[src/source/gba_loader_pkg.sv]
package gba_loader_pkg;

	// ========================================
	// Download port and kinds
	// ========================================

	typedef struct packed {
		logic        download; // High for the whole transfer of one file
		logic [7:0]  index;    // File slot picked in the menu
		logic [26:0] addr;     // Byte address, steps by 2
		logic [15:0] data;     // Little-endian halfword
		logic        wr;       // One-cycle write strobe
	} ioctl_t;

	// Active download, registered from the index
	typedef enum logic [1:0] {
		dl_none,
		dl_bios,
		dl_cart,
		dl_cheat
	} dl_kind_e;

	localparam logic [7:0] BIOS_INDEX  = 8'd0;   // System BIOS image
	localparam logic [7:0] CHEAT_INDEX = 8'd255; // Cheat file, any other index is a cart

	// ========================================
	// Write buses toward the core
	// ========================================

	typedef struct packed {
		logic        req;  // Pulse, storage answers with one ack
		logic [25:0] addr; // Halfword address
		logic [15:0] data;
	} rom_wr_t;

	// Cart ROM sits behind flash/EEPROM and work RAM in storage
	localparam logic [26:0] ROM_START_BYTE = 27'd786432;

	typedef struct packed {
		logic        wr;   // One-cycle write
		logic [11:0] addr; // 32-bit word address
		logic [31:0] data;
	} bios_wr_t;

	// Field order matches the 128-bit code layout, flags on top
	typedef struct packed {
		logic [31:0] flags;
		logic [31:0] address;
		logic [31:0] compare;
		logic [31:0] replace;
	} cheat_code_t;

	// ========================================
	// Cartridge scan
	// ========================================

	typedef struct packed {
		logic        loaded;             // Set once any cart has been loaded
		logic [1:0]  cart_type;          // Index bits 7:6
		logic        flash_1m;           // Large flash tag seen somewhere in the ROM
		logic        sram_quirk;         // Title needs SRAM/flash access disabled
		logic        memory_remap_quirk; // Title also needs the mirrored ROM map
		logic [26:0] last_addr;          // Byte address of the final cart write
	} cart_info_t;

	typedef struct packed {
		logic [95:0] title; // First character in the top byte, zero padded
		logic        remap;
	} quirk_entry_t;

	localparam logic [71:0] FLASH_TAG   = "FLASH1M_V";
	localparam logic [22:0] TITLE_LINE  = 23'hA; // Header bytes 'hA0..'hAF
	localparam int          TITLE_BYTES = 12;
	localparam int          QUIRK_COUNT = 6;

	// Short excerpt of the title list
	localparam quirk_entry_t QUIRK_TABLE [QUIRK_COUNT] = '{
		'{title: {"ROCKY BOXING"},            remap: 1'b0}, // Boxing title
		'{title: {"DBZ TAIKETSU"},            remap: 1'b0}, // Fighting title
		'{title: {"IRIDIONII", 24'h000000},   remap: 1'b0}, // Shooter, both regions
		'{title: {"SUPER MARIO", 8'h00},      remap: 1'b1}, // 8-bit port, needs remap
		'{title: {"DONKEY KONG", 8'h00},      remap: 1'b1},
		'{title: {"ZELDA 1", 40'h0000000000}, remap: 1'b1}
	};

endpackage

[src/source/download_decoder.sv]
`timescale 1ns/100ps

module download_decoder (
	input  logic                      clk_sys,
	input  logic                      reset,
	input  gba_loader_pkg::ioctl_t    ioctl,
	input  logic                      rom_ack,    // One pulse per ROM request
	output gba_loader_pkg::dl_kind_e  dl_kind,
	output logic                      dl_start,   // Raw rising edge of download
	output gba_loader_pkg::rom_wr_t   rom_wr,
	output logic                      ioctl_wait  // Holds the host off during a ROM write
);

	gba_loader_pkg::dl_kind_e kind_next;
	logic                     download_q;  // Download flag one cycle back
	logic                     cart_write;  // Host write that goes to ROM
	logic [26:0]              rom_byte;    // Storage byte address of this write

	// ========================================
	// Download kind
	// ========================================

	// Index 0 is BIOS, 255 is cheats, the rest are cartridges
	always_comb begin
		if (!ioctl.download)
			kind_next = gba_loader_pkg::dl_none;
		else if (ioctl.index == gba_loader_pkg::BIOS_INDEX)
			kind_next = gba_loader_pkg::dl_bios;
		else if (ioctl.index == gba_loader_pkg::CHEAT_INDEX)
			kind_next = gba_loader_pkg::dl_cheat;
		else
			kind_next = gba_loader_pkg::dl_cart;
	end

	always_ff @(posedge clk_sys) begin
		if (reset) begin
			dl_kind    <= gba_loader_pkg::dl_none;
			download_q <= 1'b0;
		end else begin
			dl_kind    <= kind_next; // One cycle behind the port
			download_q <= ioctl.download;
		end
	end

	// Unregistered, the cheat block registers it with the index
	assign dl_start = ioctl.download & ~download_q;

	// ========================================
	// ROM write path
	// ========================================

	assign cart_write = (dl_kind == gba_loader_pkg::dl_cart) & ioctl.wr;
	assign rom_byte   = ioctl.addr + gba_loader_pkg::ROM_START_BYTE; // Wraps inside 128 MB

	always_ff @(posedge clk_sys) begin
		if (reset) begin
			rom_wr.req <= 1'b0;
		end else begin
			rom_wr.req <= cart_write; // Single-cycle request
		end

		// Address and data stay valid until the next cart write
		if (cart_write) begin
			rom_wr.addr <= rom_byte[26:1]; // Halfword units
			rom_wr.data <= ioctl.data;
		end
	end

	// Wait rises with the request and drops the cycle after the ack,
	// the ack wins if both land together
	always_ff @(posedge clk_sys) begin
		if (reset) begin
			ioctl_wait <= 1'b0;
		end else if (dl_kind != gba_loader_pkg::dl_cart) begin
			ioctl_wait <= 1'b0; // Download over, never leave the host stuck
		end else begin
			if (cart_write)
				ioctl_wait <= 1'b1;
			if (rom_ack)
				ioctl_wait <= 1'b0;
		end
	end

endmodule

[src/source/cart_header_scan.sv]
`timescale 1ns/100ps

module cart_header_scan (
	input  logic                      clk_sys,
	input  logic                      reset,
	input  gba_loader_pkg::ioctl_t    ioctl,
	input  gba_loader_pkg::dl_kind_e  dl_kind,
	output gba_loader_pkg::cart_info_t cart_info
);

	logic        cart_active;   // Cartridge download in progress
	logic        cart_active_q;
	logic        cart_begin;    // First cycle of a cart download
	logic        cart_end;      // First cycle after it
	logic        cart_wr;
	logic [63:0] history;       // Last eight bytes in file order
	logic        tag_at_lo;     // Tag completed by the low byte
	logic        tag_at_hi;     // Tag completed by the high byte
	logic [26:0] last_wr_addr;
	logic        title_line;    // Write lands in the header title line
	logic        title_wr;
	logic        title_check;   // Write just past the title
	logic [6:0]  title_pos;     // Bit position of this halfword in title
	logic [95:0] title;
	logic        quirk_hit;
	logic        quirk_remap;

	// ========================================
	// Download framing
	// ========================================

	assign cart_active = (dl_kind == gba_loader_pkg::dl_cart);
	assign cart_begin  = cart_active & ~cart_active_q;
	assign cart_end    = ~cart_active & cart_active_q;
	assign cart_wr     = cart_active & ioctl.wr;

	// ========================================
	// Flash tag search
	// ========================================

	// Low byte comes first in the file
	assign tag_at_lo = ({history, ioctl.data[7:0]} == gba_loader_pkg::FLASH_TAG);
	assign tag_at_hi = ({history[55:0], ioctl.data[7:0], ioctl.data[15:8]}
		== gba_loader_pkg::FLASH_TAG);

	// ========================================
	// Title and quirks
	// ========================================

	assign title_line  = (ioctl.addr[26:4] == gba_loader_pkg::TITLE_LINE);
	assign title_wr    = cart_wr & title_line
		& (ioctl.addr[3:0] < gba_loader_pkg::TITLE_BYTES);
	assign title_check = cart_wr & title_line
		& (ioctl.addr[3:0] == gba_loader_pkg::TITLE_BYTES);

	// Offset 0 goes to the top of the title, offset 10 to the bottom
	assign title_pos = 7'((gba_loader_pkg::TITLE_BYTES - 2 - ioctl.addr[3:0]) * 8);

	// Match the gathered title against every table entry
	always_comb begin
		quirk_hit   = 1'b0;
		quirk_remap = 1'b0;
		for (int i = 0; i < gba_loader_pkg::QUIRK_COUNT; i++) begin
			if (title == gba_loader_pkg::QUIRK_TABLE[i].title) begin
				quirk_hit   = 1'b1;
				quirk_remap = quirk_remap | gba_loader_pkg::QUIRK_TABLE[i].remap;
			end
		end
	end

	// Byte history, title bytes and last address
	always_ff @(posedge clk_sys) begin
		if (cart_begin)
			history <= '0; // No tag across two files
		else if (cart_wr)
			history <= {history[47:0], ioctl.data[7:0], ioctl.data[15:8]};

		if (cart_wr)
			last_wr_addr <= ioctl.addr;

		if (title_wr)
			title[title_pos +: 16] <= {ioctl.data[7:0], ioctl.data[15:8]};
	end

	// ========================================
	// Cartridge info
	// ========================================

	always_ff @(posedge clk_sys) begin
		if (reset) begin
			cart_active_q <= 1'b0;
			cart_info     <= '0;
		end else begin
			cart_active_q <= cart_active;

			// New cart, forget everything from the previous one
			if (cart_begin) begin
				cart_info.loaded             <= 1'b1;
				cart_info.cart_type          <= ioctl.index[7:6];
				cart_info.flash_1m           <= 1'b0;
				cart_info.sram_quirk         <= 1'b0;
				cart_info.memory_remap_quirk <= 1'b0;
			end

			if (cart_wr && (tag_at_lo || tag_at_hi))
				cart_info.flash_1m <= 1'b1; // Sticky until next cart

			if (title_check && quirk_hit) begin
				cart_info.sram_quirk         <= 1'b1;
				cart_info.memory_remap_quirk <= quirk_remap;
			end

			if (cart_end)
				cart_info.last_addr <= last_wr_addr; // Bounds reads past ROM end
		end
	end

endmodule

[src/source/bios_word_packer.sv]
`timescale 1ns/100ps

module bios_word_packer (
	input  logic                      clk_sys,
	input  logic                      reset,
	input  gba_loader_pkg::ioctl_t    ioctl,
	input  gba_loader_pkg::dl_kind_e  dl_kind,
	output gba_loader_pkg::bios_wr_t  bios_wr
);

	logic        bios_active; // BIOS download in progress
	logic        bios_write;
	logic [15:0] low_half;    // First halfword of the pending word

	assign bios_active = (dl_kind == gba_loader_pkg::dl_bios);
	assign bios_write  = bios_active & ioctl.wr;

	// ========================================
	// Halfword pairing
	// ========================================

	always_ff @(posedge clk_sys) begin
		if (reset) begin
			bios_wr.wr <= 1'b0;
		end else begin
			bios_wr.wr <= bios_write & ioctl.addr[1]; // Upper half completes the word
		end

		if (bios_write) begin
			if (!ioctl.addr[1]) begin
				low_half <= ioctl.data; // Held until its partner arrives
			end else begin
				bios_wr.data <= {ioctl.data, low_half};
				bios_wr.addr <= ioctl.addr[13:2]; // 16 KB BIOS in words
			end
		end
	end

endmodule

[src/source/cheat_code_assembler.sv]
`timescale 1ns/100ps

module cheat_code_assembler (
	input  logic                        clk_sys,
	input  logic                        reset,
	input  gba_loader_pkg::ioctl_t      ioctl,
	input  gba_loader_pkg::dl_kind_e    dl_kind,
	input  logic                        dl_start,    // Download flag just went high
	output gba_loader_pkg::cheat_code_t cheat_code,
	output logic                        cheat_valid, // Code complete
	output logic                        cheat_clear  // Drop all loaded codes
);

	logic cheat_write;

	assign cheat_write = (dl_kind == gba_loader_pkg::dl_cheat) & ioctl.wr;

	// ========================================
	// Control pulses
	// ========================================

	always_ff @(posedge clk_sys) begin
		if (reset) begin
			cheat_valid <= 1'b0;
			cheat_clear <= 1'b0;
		end else begin
			// New cheat file replaces the whole list
			cheat_clear <= dl_start & (ioctl.index == gba_loader_pkg::CHEAT_INDEX);
			cheat_valid <= cheat_write & (ioctl.addr[3:0] == 4'd14); // Last halfword
		end
	end

	// ========================================
	// Code fields
	// ========================================

	// 16 bytes per code, each field stored low half first
	always_ff @(posedge clk_sys) begin
		if (cheat_write) begin
			case (ioctl.addr[3:0])
				4'd0:  cheat_code.flags[15:0]    <= ioctl.data;
				4'd2:  cheat_code.flags[31:16]   <= ioctl.data;
				4'd4:  cheat_code.address[15:0]  <= ioctl.data;
				4'd6:  cheat_code.address[31:16] <= ioctl.data;
				4'd8:  cheat_code.compare[15:0]  <= ioctl.data;
				4'd10: cheat_code.compare[31:16] <= ioctl.data;
				4'd12: cheat_code.replace[15:0]  <= ioctl.data;
				4'd14: cheat_code.replace[31:16] <= ioctl.data; // Valid follows
				default: ; // Odd offsets never come from the host
			endcase
		end
	end

endmodule

[src/source/gba_loader_top.sv]
`timescale 1ns/100ps

module gba_loader_top (
	input  logic                        clk_sys,
	input  logic                        reset,
	input  gba_loader_pkg::ioctl_t      ioctl,
	input  logic                        rom_ack,
	output logic                        ioctl_wait,
	output gba_loader_pkg::rom_wr_t     rom_wr,
	output gba_loader_pkg::bios_wr_t    bios_wr,
	output gba_loader_pkg::cart_info_t  cart_info,
	output gba_loader_pkg::cheat_code_t cheat_code,
	output logic                        cheat_valid,
	output logic                        cheat_clear
);

	gba_loader_pkg::dl_kind_e dl_kind;  // Shared by all three sinks
	logic                     dl_start;

	// ========================================
	// Port decode and ROM handshake
	// ========================================

	download_decoder download_decoder_inst (
		.clk_sys    (clk_sys),
		.reset      (reset),
		.ioctl      (ioctl),
		.rom_ack    (rom_ack),
		.dl_kind    (dl_kind),
		.dl_start   (dl_start),
		.rom_wr     (rom_wr),
		.ioctl_wait (ioctl_wait)
	);

	// ========================================
	// Per-kind sinks
	// ========================================

	cart_header_scan cart_header_scan_inst (
		.clk_sys   (clk_sys),
		.reset     (reset),
		.ioctl     (ioctl),
		.dl_kind   (dl_kind),
		.cart_info (cart_info)
	);

	bios_word_packer bios_word_packer_inst (
		.clk_sys (clk_sys),
		.reset   (reset),
		.ioctl   (ioctl),
		.dl_kind (dl_kind),
		.bios_wr (bios_wr)
	);

	cheat_code_assembler cheat_code_assembler_inst (
		.clk_sys     (clk_sys),
		.reset       (reset),
		.ioctl       (ioctl),
		.dl_kind     (dl_kind),
		.dl_start    (dl_start),
		.cheat_code  (cheat_code),
		.cheat_valid (cheat_valid),
		.cheat_clear (cheat_clear)
	);

endmodule

[config.mk]
export PLATFORM = sky130hd
export DESIGN_NAME = gba_loader_top
export DESIGN_NICKNAME = d
export VERILOG_FILES = /design/src/source/gba_loader_pkg.sv /design/src/source/download_decoder.sv /design/src/source/cart_header_scan.sv /design/src/source/bios_word_packer.sv /design/src/source/cheat_code_assembler.sv /design/src/source/gba_loader_top.sv
export SDC_FILE = /design/constraint.sdc
export NUM_CORES = 1
export LEC_CHECK = 0
export BUFFER_PORTS_ARGS = -buffer_cell sky130_fd_sc_hd__buf_4
export CORE_MARGIN = 5
export CORE_UTILIZATION = 46
export DETAILED_ROUTE_END_ITERATION = 10
export PLACE_DENSITY = 0.71
export SLEW_MARGIN = 25
export SYNTH_ARGS = -nofsm -noshare
export SYNTH_HDL_FRONTEND = slang
export SYNTH_SLANG_ARGS = --single-unit
[constraint.sdc]
create_clock -name clk_sys -period 4.6 [get_ports clk_sys]
set_clock_uncertainty 0.1 [all_clocks]
set_input_delay 0.92 -clock clk_sys [delete_from_list [all_inputs] [get_ports clk_sys]]
set_output_delay 0.92 -clock clk_sys [all_outputs]
set_load 0.05 [all_outputs]
==> flow_summary.json, run 1 <==
{
  "fin_area_sq_um": 20700,
  "dp_hpwl_um": 33600,
  "h-tree-depth": 2,
  "finalWirelength_um": 47800,
  "cts_tree": "done",
  "drv_cap": 0,
  "post_dp_cell_area_sq_um": 19200,
  "vias_per_cell": 5.58,
  "grt_pass1_vias": 11000,
  "gr-total-overflow": 0,
  "dr.pass1.iters": 6,
  "power_frac_seq_pct": 51.3,
  "muxShareOfSynthArea_pct": 0.426,
  "ant_nets": 0,
  "switchingPower_mw": 1.85,
  "grt_use_total_pct": 23.4,
  "peakVddDrop_mv": 0.300,
  "rsz0062_at_grt": "no",
  "avgSynthCellArea_sq_um": 13.2,
  "clkPwrFrac_pct": 42.8,
  "ys_seq_elements": 442,
  "hold_class": "reg -> reg",
  "top_level_ports": 308,
  "worstPathMaxFanout": 29,
  "critPathKind": "in -> reg",
  "num_vias": 11400,
  "critical_path_required_ps": 4680,
  "internal_power_mw": 6.67,
  "max_slew_margin_pct": 29.9,
  "setup-violations-final": 0,
  "finalCritPeriodShare_pct": 77.8,
  "layout_common_cells": "edfxtp_1, buf_4, nand2_1",
  "cts.path.max_buffers": 3,
  "yosys_most_used_dff": "edfxtp_1",
  "clock-root-buffer": "clkbuf_16",
  "postCtsHoldBufs": 0,
  "seq_area_frac_synth_pct": 74.2,
  "num_rows": 69,
  "initialDrtViolationCount": 1175,
  "cp_data_arrival_time_ps": 3660,
  "post_cts_buffers": 0,
  "maxSlewViolCount": 0,
  "final_layout_size_suffix_gt1_share_pct": 27.2,
  "synthDistinctLibCells": 60,
  "hold_viol_final": 0,
  "clk_pin_slew_ps": 60,
  "grt_pass1_wl_um": 69600,
  "yosysWarnings": 0,
  "die_h_um": 199,
  "drcViolationCount": 0,
  "holdWs_ps": 289,
  "fin_ws_ps": 1020,
  "initial_core_util_pct": 46.5,
  "powerDensity_nw_per_um2": 411,
  "tns_ps": 0,
  "leakage_nw": 7.59,
  "min_period_ps": 3580,
  "die_w_um": 199,
  "clk_latency_ps": 550,
  "final_common_cell": "edfxtp_1",
  "yosys.area_share.adder_pct": 0.532,
  "die-area_sq_um": 39600,
  "synth_area_sq_um": 16400,
  "gp_congestion": 0.937,
  "clkSinkCount": 442,
  "synthesis.nets": 1309,
  "antenna_found_initial": 1,
  "io_buffers": 307,
  "status": "completed",
  "layout.nets": 1610,
  "core_sq_um": 35400,
  "synth-edff-count": 336,
  "start_kind": "primary input",
  "cts_buffers": 43,
  "combPwrFrac_pct": 5.9,
  "yosys.area_share.simple_pct": 15.7,
  "wl_per_cell_um": 23.4,
  "pre_cts_slack_ps": 521,
  "r2r_slack_ps": 1280,
  "max_freq_mhz": 279,
  "cts_resized": 0,
  "tightest_slew_ps": 1050,
  "synthArstFlopShare_pct": 0,
  "crit_path_end_kind": "flop",
  "synth_xor_area_share_pct": 0.692,
  "area_growth_pct": 26.0,
  "final_util_pct": 58.6,
  "grt_max_degree": 80,
  "switching_share_pct": 21.7,
  "synth_top_family_by_area": "simple AND/OR/NAND/NOR gates",
  "synth_compound_area_share_pct": 5.84,
  "postSynthCellCount": 1246
}
==> metal layers <==
layer  up-vias  routed length [um]  track usage (%)  share of wire (%)
met2       616               23800             40.5                 50
met4         0                1200             6.66                2.5
met5         -                   0                0                  0
li1       5142                   -                -                  -
met1      5539               18100             30.3                 38
met3        89                4760             4.50                9.9
==> power groups by stage <==
stage | Combinational (mW) | Sequential [mW] | Clock, mW
detailed placement | 0.493 | 4.46 | 0
global placement | 0.483 | 4.46 | 0
finish | 0.502 | 4.37 | 3.65
floorplan | 0.245 | 4.50 | 0
global route | 0.536 | 4.38 | 3.87
CTS | 0.496 | 4.37 | 3.69
==> through the flow <==
| step | instances | total power [mW] |
|---|---|---|
| 6_report | 2042 | 8.52 |
| 5_1_grt | 2042 | 8.78 |
| 4_1_cts | 2041 | 8.56 |
| 3_5_place_dp | 1963 | 4.95 |
| 3_3_place_gp | 1963 | 4.94 |
| 2_1_floorplan | 1246 | 4.74 |
==> cell usage after synthesis (6+ instances only) <==
library cell	count	share of area (%)
edfxtp_1	336	61
nand2_1	226	5.2
a21oi_1	108	3.3
dfxtp_1	106	13
nor2_1	106	2.4
clkbuf_1	51	1.2
nor3_1	27	0.82
nand4_1	26	0.99
nor4_1	23	0.87
buf_4	18	0.82
a22oi_1	16	0.73
nor4b_1	16	0.85
nand3_1	13	0.40
and2_1	12	0.46
inv_1	12	0.27
a32o_1	11	0.67
nor4bb_1	11	0.67
or2_2	9	0.34
xnor2_1	8	0.43
ha_1	7	0.53
mux2i_1	7	0.43
buf_1	6	0.14
buf_2	6	0.18
nand2b_1	6	0.23
nand4b_1	6	0.32
==> worst paths after layout <==
path                                          from                                    end  cells past startpoint
setup / recovery                         ioctl[17]        cart_header_scan_inst.title[18]                     11
hold / removal    download_decoder_inst.download_q  cheat_code_assembler_inst.cheat_clear                      1
setup reg to reg  download_decoder_inst.dl_kind[1]        cart_header_scan_inst.title[34]                      7
hold reg to reg   download_decoder_inst.download_q  cheat_code_assembler_inst.cheat_clear                      1
==> kinds of logic (layout without fill, tap and decap cells) <==
| kind of cell | Yosys count | after routing |
|---|---|---|
| and+or+nand+nor | 523 | 523 |
| DFF | 442 | 442 |
| AOI/OAI and AO/OA | 160 | 160 |
| buffers and inverters | 94 | 428 |
| xor gates and xnor gates | 13 | 13 |
| adders and majority gates | 7 | 7 |
| muxes | 7 | 7 |
| other | 0 | 1 |
==> registers in the layout, indices dropped and copies added, names as in the netlist <==
register / count
bios_word_packer_inst.low_half: 16
cheat_code_assembler_inst.cheat_valid: 1
cart_header_scan_inst.last_wr_addr: 10
cart_header_scan_inst.cart_info: 33
cart_header_scan_inst.title: 96
bios_word_packer_inst.bios_wr: 45
download_decoder_inst.ioctl_wait: 1
cart_header_scan_inst.history: 64
download_decoder_inst.dl_kind: 2
cart_header_scan_inst.cart_active_q: 1
download_decoder_inst.rom_wr: 43
cheat_code_assembler_inst.cheat_clear: 1
download_decoder_inst.download_q: 1
cheat_code_assembler_inst.cheat_code: 128
==> critical path: stages <==
cell and delay (ps):
buf_4 220, inv_2 100, ha_1 490, nor2_2 400
a21oi_1 80, o22ai_1 270, xnor2_1 160, buf_4 180
nand2_1 100, buf_12 220, nor2_1 520
==> area by class of cell <==
type / instances / area [sq um]
Antenna cell: 1 / 2.50
Clock buffer: 55 / 1200
Clock inverter: 23 / 278
Fill cell: 2727 / 14700
Inverter: 13 / 51.3
Multi-Input combinational cell: 710 / 3850
Sequential cell: 442 / 12200
Tap cell: 461 / 577
Timing Repair Buffer: 337 / 2550
Note: power is estimated with default switching activity, not from simulation.
==> run 2: changes to the inputs <==
Settings changed: PLACE_DENSITY 0.71 to 0.68.
Clock period 4.6 ns to 3.3 ns, I/O delays scaled along.
==> flow_summary.json, run 2 (synthesis results as in run 1) <==
{
  "status": "completed",
  "internal_power_mw": 9.36,
  "hold_viol_final": 0,
  "tns_ps": 0,
  "h-tree-depth": 2,
  "cts_tree": "done",
  "final_util_pct": 59.2,
  "area_growth_pct": 27.4,
  "leakage_nw": 7.69,
  "fin_ws_ps": 494,
  "power_frac_seq_pct": 50.8,
  "postCtsHoldBufs": 0,
  "grt_use_total_pct": 23.8,
  "dr.pass1.iters": 7,
  "cts.path.max_buffers": 3,
  "num_vias": 11500,
  "clkSinkCount": 442,
  "die_w_um": 199,
  "die_h_um": 199,
  "hold_class": "in -> reg",
  "post_cts_buffers": 0,
  "fillers": 2756,
  "vias_per_cell": 5.57,
  "largest_register_ffs": 128,
  "cts_buffers": 45,
  "cts_resized": 0,
  "final_layout_size_suffix_gt1_share_pct": 28.3,
  "io_buffers": 307,
  "wl_per_cell_um": 23.6,
  "crit_path_end_kind": "flop",
  "critPathKind": "in -> reg",
  "initial_core_util_pct": 46.5,
  "switching_share_pct": 22.1,
  "rr_startpoint": "download_decoder_inst.dl_kind[1]",
  "num_rows": 69,
  "die-area_sq_um": 39600,
  "tightest_slew_ps": 1010,
  "grt_pass1_wl_um": 70500,
  "dp_hpwl_um": 34700,
  "gr-total-overflow": 0,
  "combPwrFrac_pct": 6.1,
  "grt_pass1_vias": 11100,
  "cp_data_arrival_time_ps": 2970,
  "clkPwrFrac_pct": 43.1,
  "clk_latency_ps": 560,
  "worstPathMaxFanout": 8,
  "finalWirelength_um": 48700,
  "grt_max_degree": 66,
  "seq_area_sq_um": 12200,
  "clock-root-buffer": "clkbuf_16",
  "switchingPower_mw": 2.65,
  "start_kind": "primary input",
  "layout_common_cells": "buf_4, edfxtp_1, nand2_1",
  "cp-startpoint": "ioctl[35]",
  "critical_path_required_ps": 3460,
  "multi_input_area_sq_um": 3880,
  "antenna_found_initial": 0,
  "min_period_ps": 2810,
  "max_freq_mhz": 356,
  "pre_cts_slack_ps": 4.84,
  "powerDensity_nw_per_um2": 573,
  "drv_cap": 0,
  "setup-violations-final": 0,
  "holdWs_ps": 162,
  "finalCritPeriodShare_pct": 85.0,
  "final_common_cell": "buf_4",
  "min_from": "rom_ack",
  "maxSlewViolCount": 0,
  "gp_congestion": 0.952,
  "core_sq_um": 35400,
  "clk_pin_slew_ps": 60,
  "layout.nets": 1628,
  "drcViolationCount": 0,
  "peakVddDrop_mv": 0.401,
  "r2r_slack_ps": 580,
  "rsz0062_at_grt": "no",
  "ant_nets": 0,
  "total_power_mw": 12.0,
  "top_level_ports": 308,
  "initialDrtViolationCount": 1102,
  "max_slew_margin_pct": 32.6
}
## run 2: cell count changes in the layout (fill, tap and decap cells not counted), moves of 2 or more
cell and change:
buf_12 +2, buf_4 +14, clkbuf_1 +7, clkbuf_16 +3, clkbuf_8 -3, clkinv_1 -2, nor2_1 -3, nor2_2 +3
nor3_1 -5, nor3_2 +5
## run 2: critical path: stages
cell and delay, ps:
buf_4 130, inv_1 90, ha_1 170, nor4b_1 400, nand4_1 230, nor3_1 180, buf_4 170, nand2_1 60
buf_4 190, nor4_1 420, buf_4 270
## run 2: layout make-up
class	count	share of cell area, %
sequential	442	58.3
tap	461	2.75
clock buffer	62	6.03
clock inverter	22	1.27
timing repair buffer	353	12.9
antenna	1	0.0119
inverter	13	0.245
multi-input combinational	710	18.5
## run 2: through the flow
step | std cells | area, sq um
2_1_floorplan | 1246 | 16500
3_3_place_gp | 1979 | 19400
3_5_place_dp | 1979 | 19400
4_1_cts | 2063 | 21000
5_1_grt | 2063 | 21000
6_report | 2064 | 21000
## run 2: path summary, 6_finish.rpt
| kind | cells past startpoint | endpoint |
|---|---|---|
| setup / recovery | 11 | cart_header_scan_inst.title[6] |
| hold / removal | 2 | download_decoder_inst.ioctl_wait |
| setup reg to reg | 8 | cart_header_scan_inst.title[6] |
| hold reg to reg | 1 | cheat_code_assembler_inst.cheat_clear |
## run 2: layer usage
| layer | GRT usage [%] | wire, um | vias to the layer above | part of all wire, % |
|---|---|---|---|---|
| met2 | 40.0 | 23400 | 632 | 48 |
| met4 | 8.66 | 1790 | 0 | 3.7 |
| met3 | 5.80 | 5180 | 100 | 11 |
| li1 | - | - | 5167 | - |
| met5 | 0 | 0 | - | 0 |
| met1 | 30.3 | 18300 | 5590 | 38 |
## run 2: power by group through the flow
stage	Combinational (mW)	Clock [mW]	Sequential (mW)
after floorplan	0.346	0	6.27
after global routing	0.782	5.49	6.10
final	0.731	5.18	6.10
after CTS	0.721	5.24	6.10
after detailed placement	0.718	0	6.22
after global placement	0.704	0	6.22
==> run 3: changes to the inputs <==
Settings changed: CORE_UTILIZATION 46 to 35, PLACE_DENSITY 0.68 to not set.
Clock period 3.3 ns to 2.3 ns, I/O delays scaled along.
==> flow_summary.json, run 3 (synthesis results as in run 1) <==
{
  "status": "finished with violations",
  "violations": "negative setup slack",
  "clk_pin_slew_ps": 60,
  "ant_nets": 0,
  "fin_ws_ps": -205,
  "peakVddDrop_mv": 0.730,
  "maxUsedRoutingLayer": "met5",
  "num_rows": 79,
  "start_kind": "flop",
  "grt_max_degree": 66,
  "critical_path_required_ps": 2660,
  "max_freq_mhz": 399,
  "tightest_slew_ps": 770,
  "final_layout_size_suffix_gt1_share_pct": 34.7,
  "min_period_ps": 2500,
  "grt_use_total_pct": 19.8,
  "rsz0062_at_grt": "yes",
  "die_h_um": 227,
  "power_frac_seq_pct": 52.5,
  "switchingPower_mw": 3.81,
  "core_sq_um": 46600,
  "largest_register_ffs": 128,
  "gr-total-overflow": 0,
  "hold_viol_final": 0,
  "clkSinkCount": 442,
  "cts_buffers": 43,
  "layout.nets": 1755,
  "crit_path_end_kind": "flop",
  "top_level_ports": 308,
  "h-tree-depth": 2,
  "io_buffers": 307,
  "die_w_um": 227,
  "final_common_cell": "buf_4",
  "clkPwrFrac_pct": 40.0,
  "gp_congestion": 0.896,
  "drcViolationCount": 0,
  "layout_common_cells": "buf_4, edfxtp_1, nand2_1",
  "drt-met1-wl_um": 21500,
  "grt_pass1_wl_um": 76300,
  "finalWirelength_um": 52400,
  "clk_latency_ps": 550,
  "die-area_sq_um": 51400,
  "powerDensity_nw_per_um2": 750,
  "drv_cap": 0,
  "setup-violations-final": 2,
  "cts.path.max_buffers": 3,
  "hold_class": "in -> reg",
  "wl_met2_um": 25600,
  "antenna_found_initial": 3,
  "worstPathMaxFanout": 3,
  "area_growth_pct": 35.2,
  "switching_share_pct": 22.9,
  "tns_ps": -364,
  "clock-root-buffer": "clkbuf_16",
  "max_slew_margin_pct": 48.2,
  "maxSlewViolCount": 0,
  "pre_cts_slack_ps": -438,
  "vias_per_cell": 5.06,
  "combPwrFrac_pct": 7.6,
  "met3_length_um": 4100,
  "finalCritPeriodShare_pct": 109,
  "initial_core_util_pct": 35.3,
  "critPathKind": "reg -> reg",
  "total_power_mw": 16.7,
  "dp_hpwl_um": 38700,
  "wl_per_cell_um": 22.5,
  "cp_data_arrival_time_ps": 2860,
  "holdWs_ps": 23.1,
  "dr.pass1.iters": 7,
  "cts_tree": "done",
  "internal_power_mw": 12.9,
  "initialDrtViolationCount": 1029,
  "num_vias": 11800,
  "leakage_nw": 8.29,
  "grt_pass1_vias": 11500
}
-- run 3: changes by cell type in the layout (fill, tap and decap cells not counted), sizes merged --
cell         previous run  this run
clkinv                 14        15
dlygate4sd3             0         5
bufinv                  5         1
buf                   353       477
diode                   1         2
clkbuf                 62        59
-- run 3: path summary, 6_finish.rpt --
path,startpoint,end,slack (ps),cells past startpoint
hold / removal,ioctl[29],download_decoder_inst.rom_wr[27],20,1
setup reg to reg,cart_header_scan_inst.title[74],cart_header_scan_inst.cart_info[28],-200,7
setup / recovery,cart_header_scan_inst.title[74],cart_header_scan_inst.cart_info[28],-200,7
hold reg to reg,download_decoder_inst.download_q,cheat_code_assembler_inst.cheat_clear,300,1
-- run 3: power by group through the flow --
stage               Sequential, mW  Combinational [mW]  Clock, mW
floorplan                     9.00               0.546          0
global placement              8.91                1.22          0
detailed placement            8.92                1.24          0
CTS                           8.74                1.25       6.79
global route                  8.75                1.35       7.12
finish                        8.75                1.26       6.66
-- run 3: worst max-delay path: stages, from the launching register on --
cell,delay (ps)
edfxtp_1,430
or4b_4,550
or4_1,400
or3_4,340
nand3b_4,170
a21oi_4,160
nor3b_2,70
a221oi_2,210
-- run 3: timing repair --
action | 4_1_cts | 5_1_grt
endpoints found under the hold margin | 5 | 0
hold buffers | 5 | 0
pin swaps | 0 | 1
buffers inserted | 0 | 0
resized for setup | 3 | 11
setup endpoints to repair | 2 | 41
-- run 3: metal layers --
layer | vias up | global-route usage [%]
met5 | - | 0
met1 | 5817 | 25.8
met4 | 4 | 5.05
met2 | 487 | 34.1
li1 | 5428 | -
met3 | 78 | 3.74
-- run 3: per-stage QoR --
stage / cells / instance area [sq um] / utilization [%]
6_report: 2334 / 22200 / 47.8
5_1_grt: 2333 / 22200 / 47.7
4_1_cts: 2332 / 22200 / 47.6
3_5_place_dp: 2249 / 20800 / 44.7
3_3_place_gp: 2249 / 20800 / 44.7
2_1_floorplan: 1246 / 16700 / -
-- run 3: final cells by class --
type / count / area (sq um)
diodes: 2 / 5.00
multi-input cells: 710 / 4040
clock buffers: 59 / 1180
inverters: 13 / 71.3
flip-flops and latches: 442 / 12200
repair buffers: 482 / 3820
clock inverters: 19 / 143
fillers: 4154 / 24300
well taps: 607 / 759
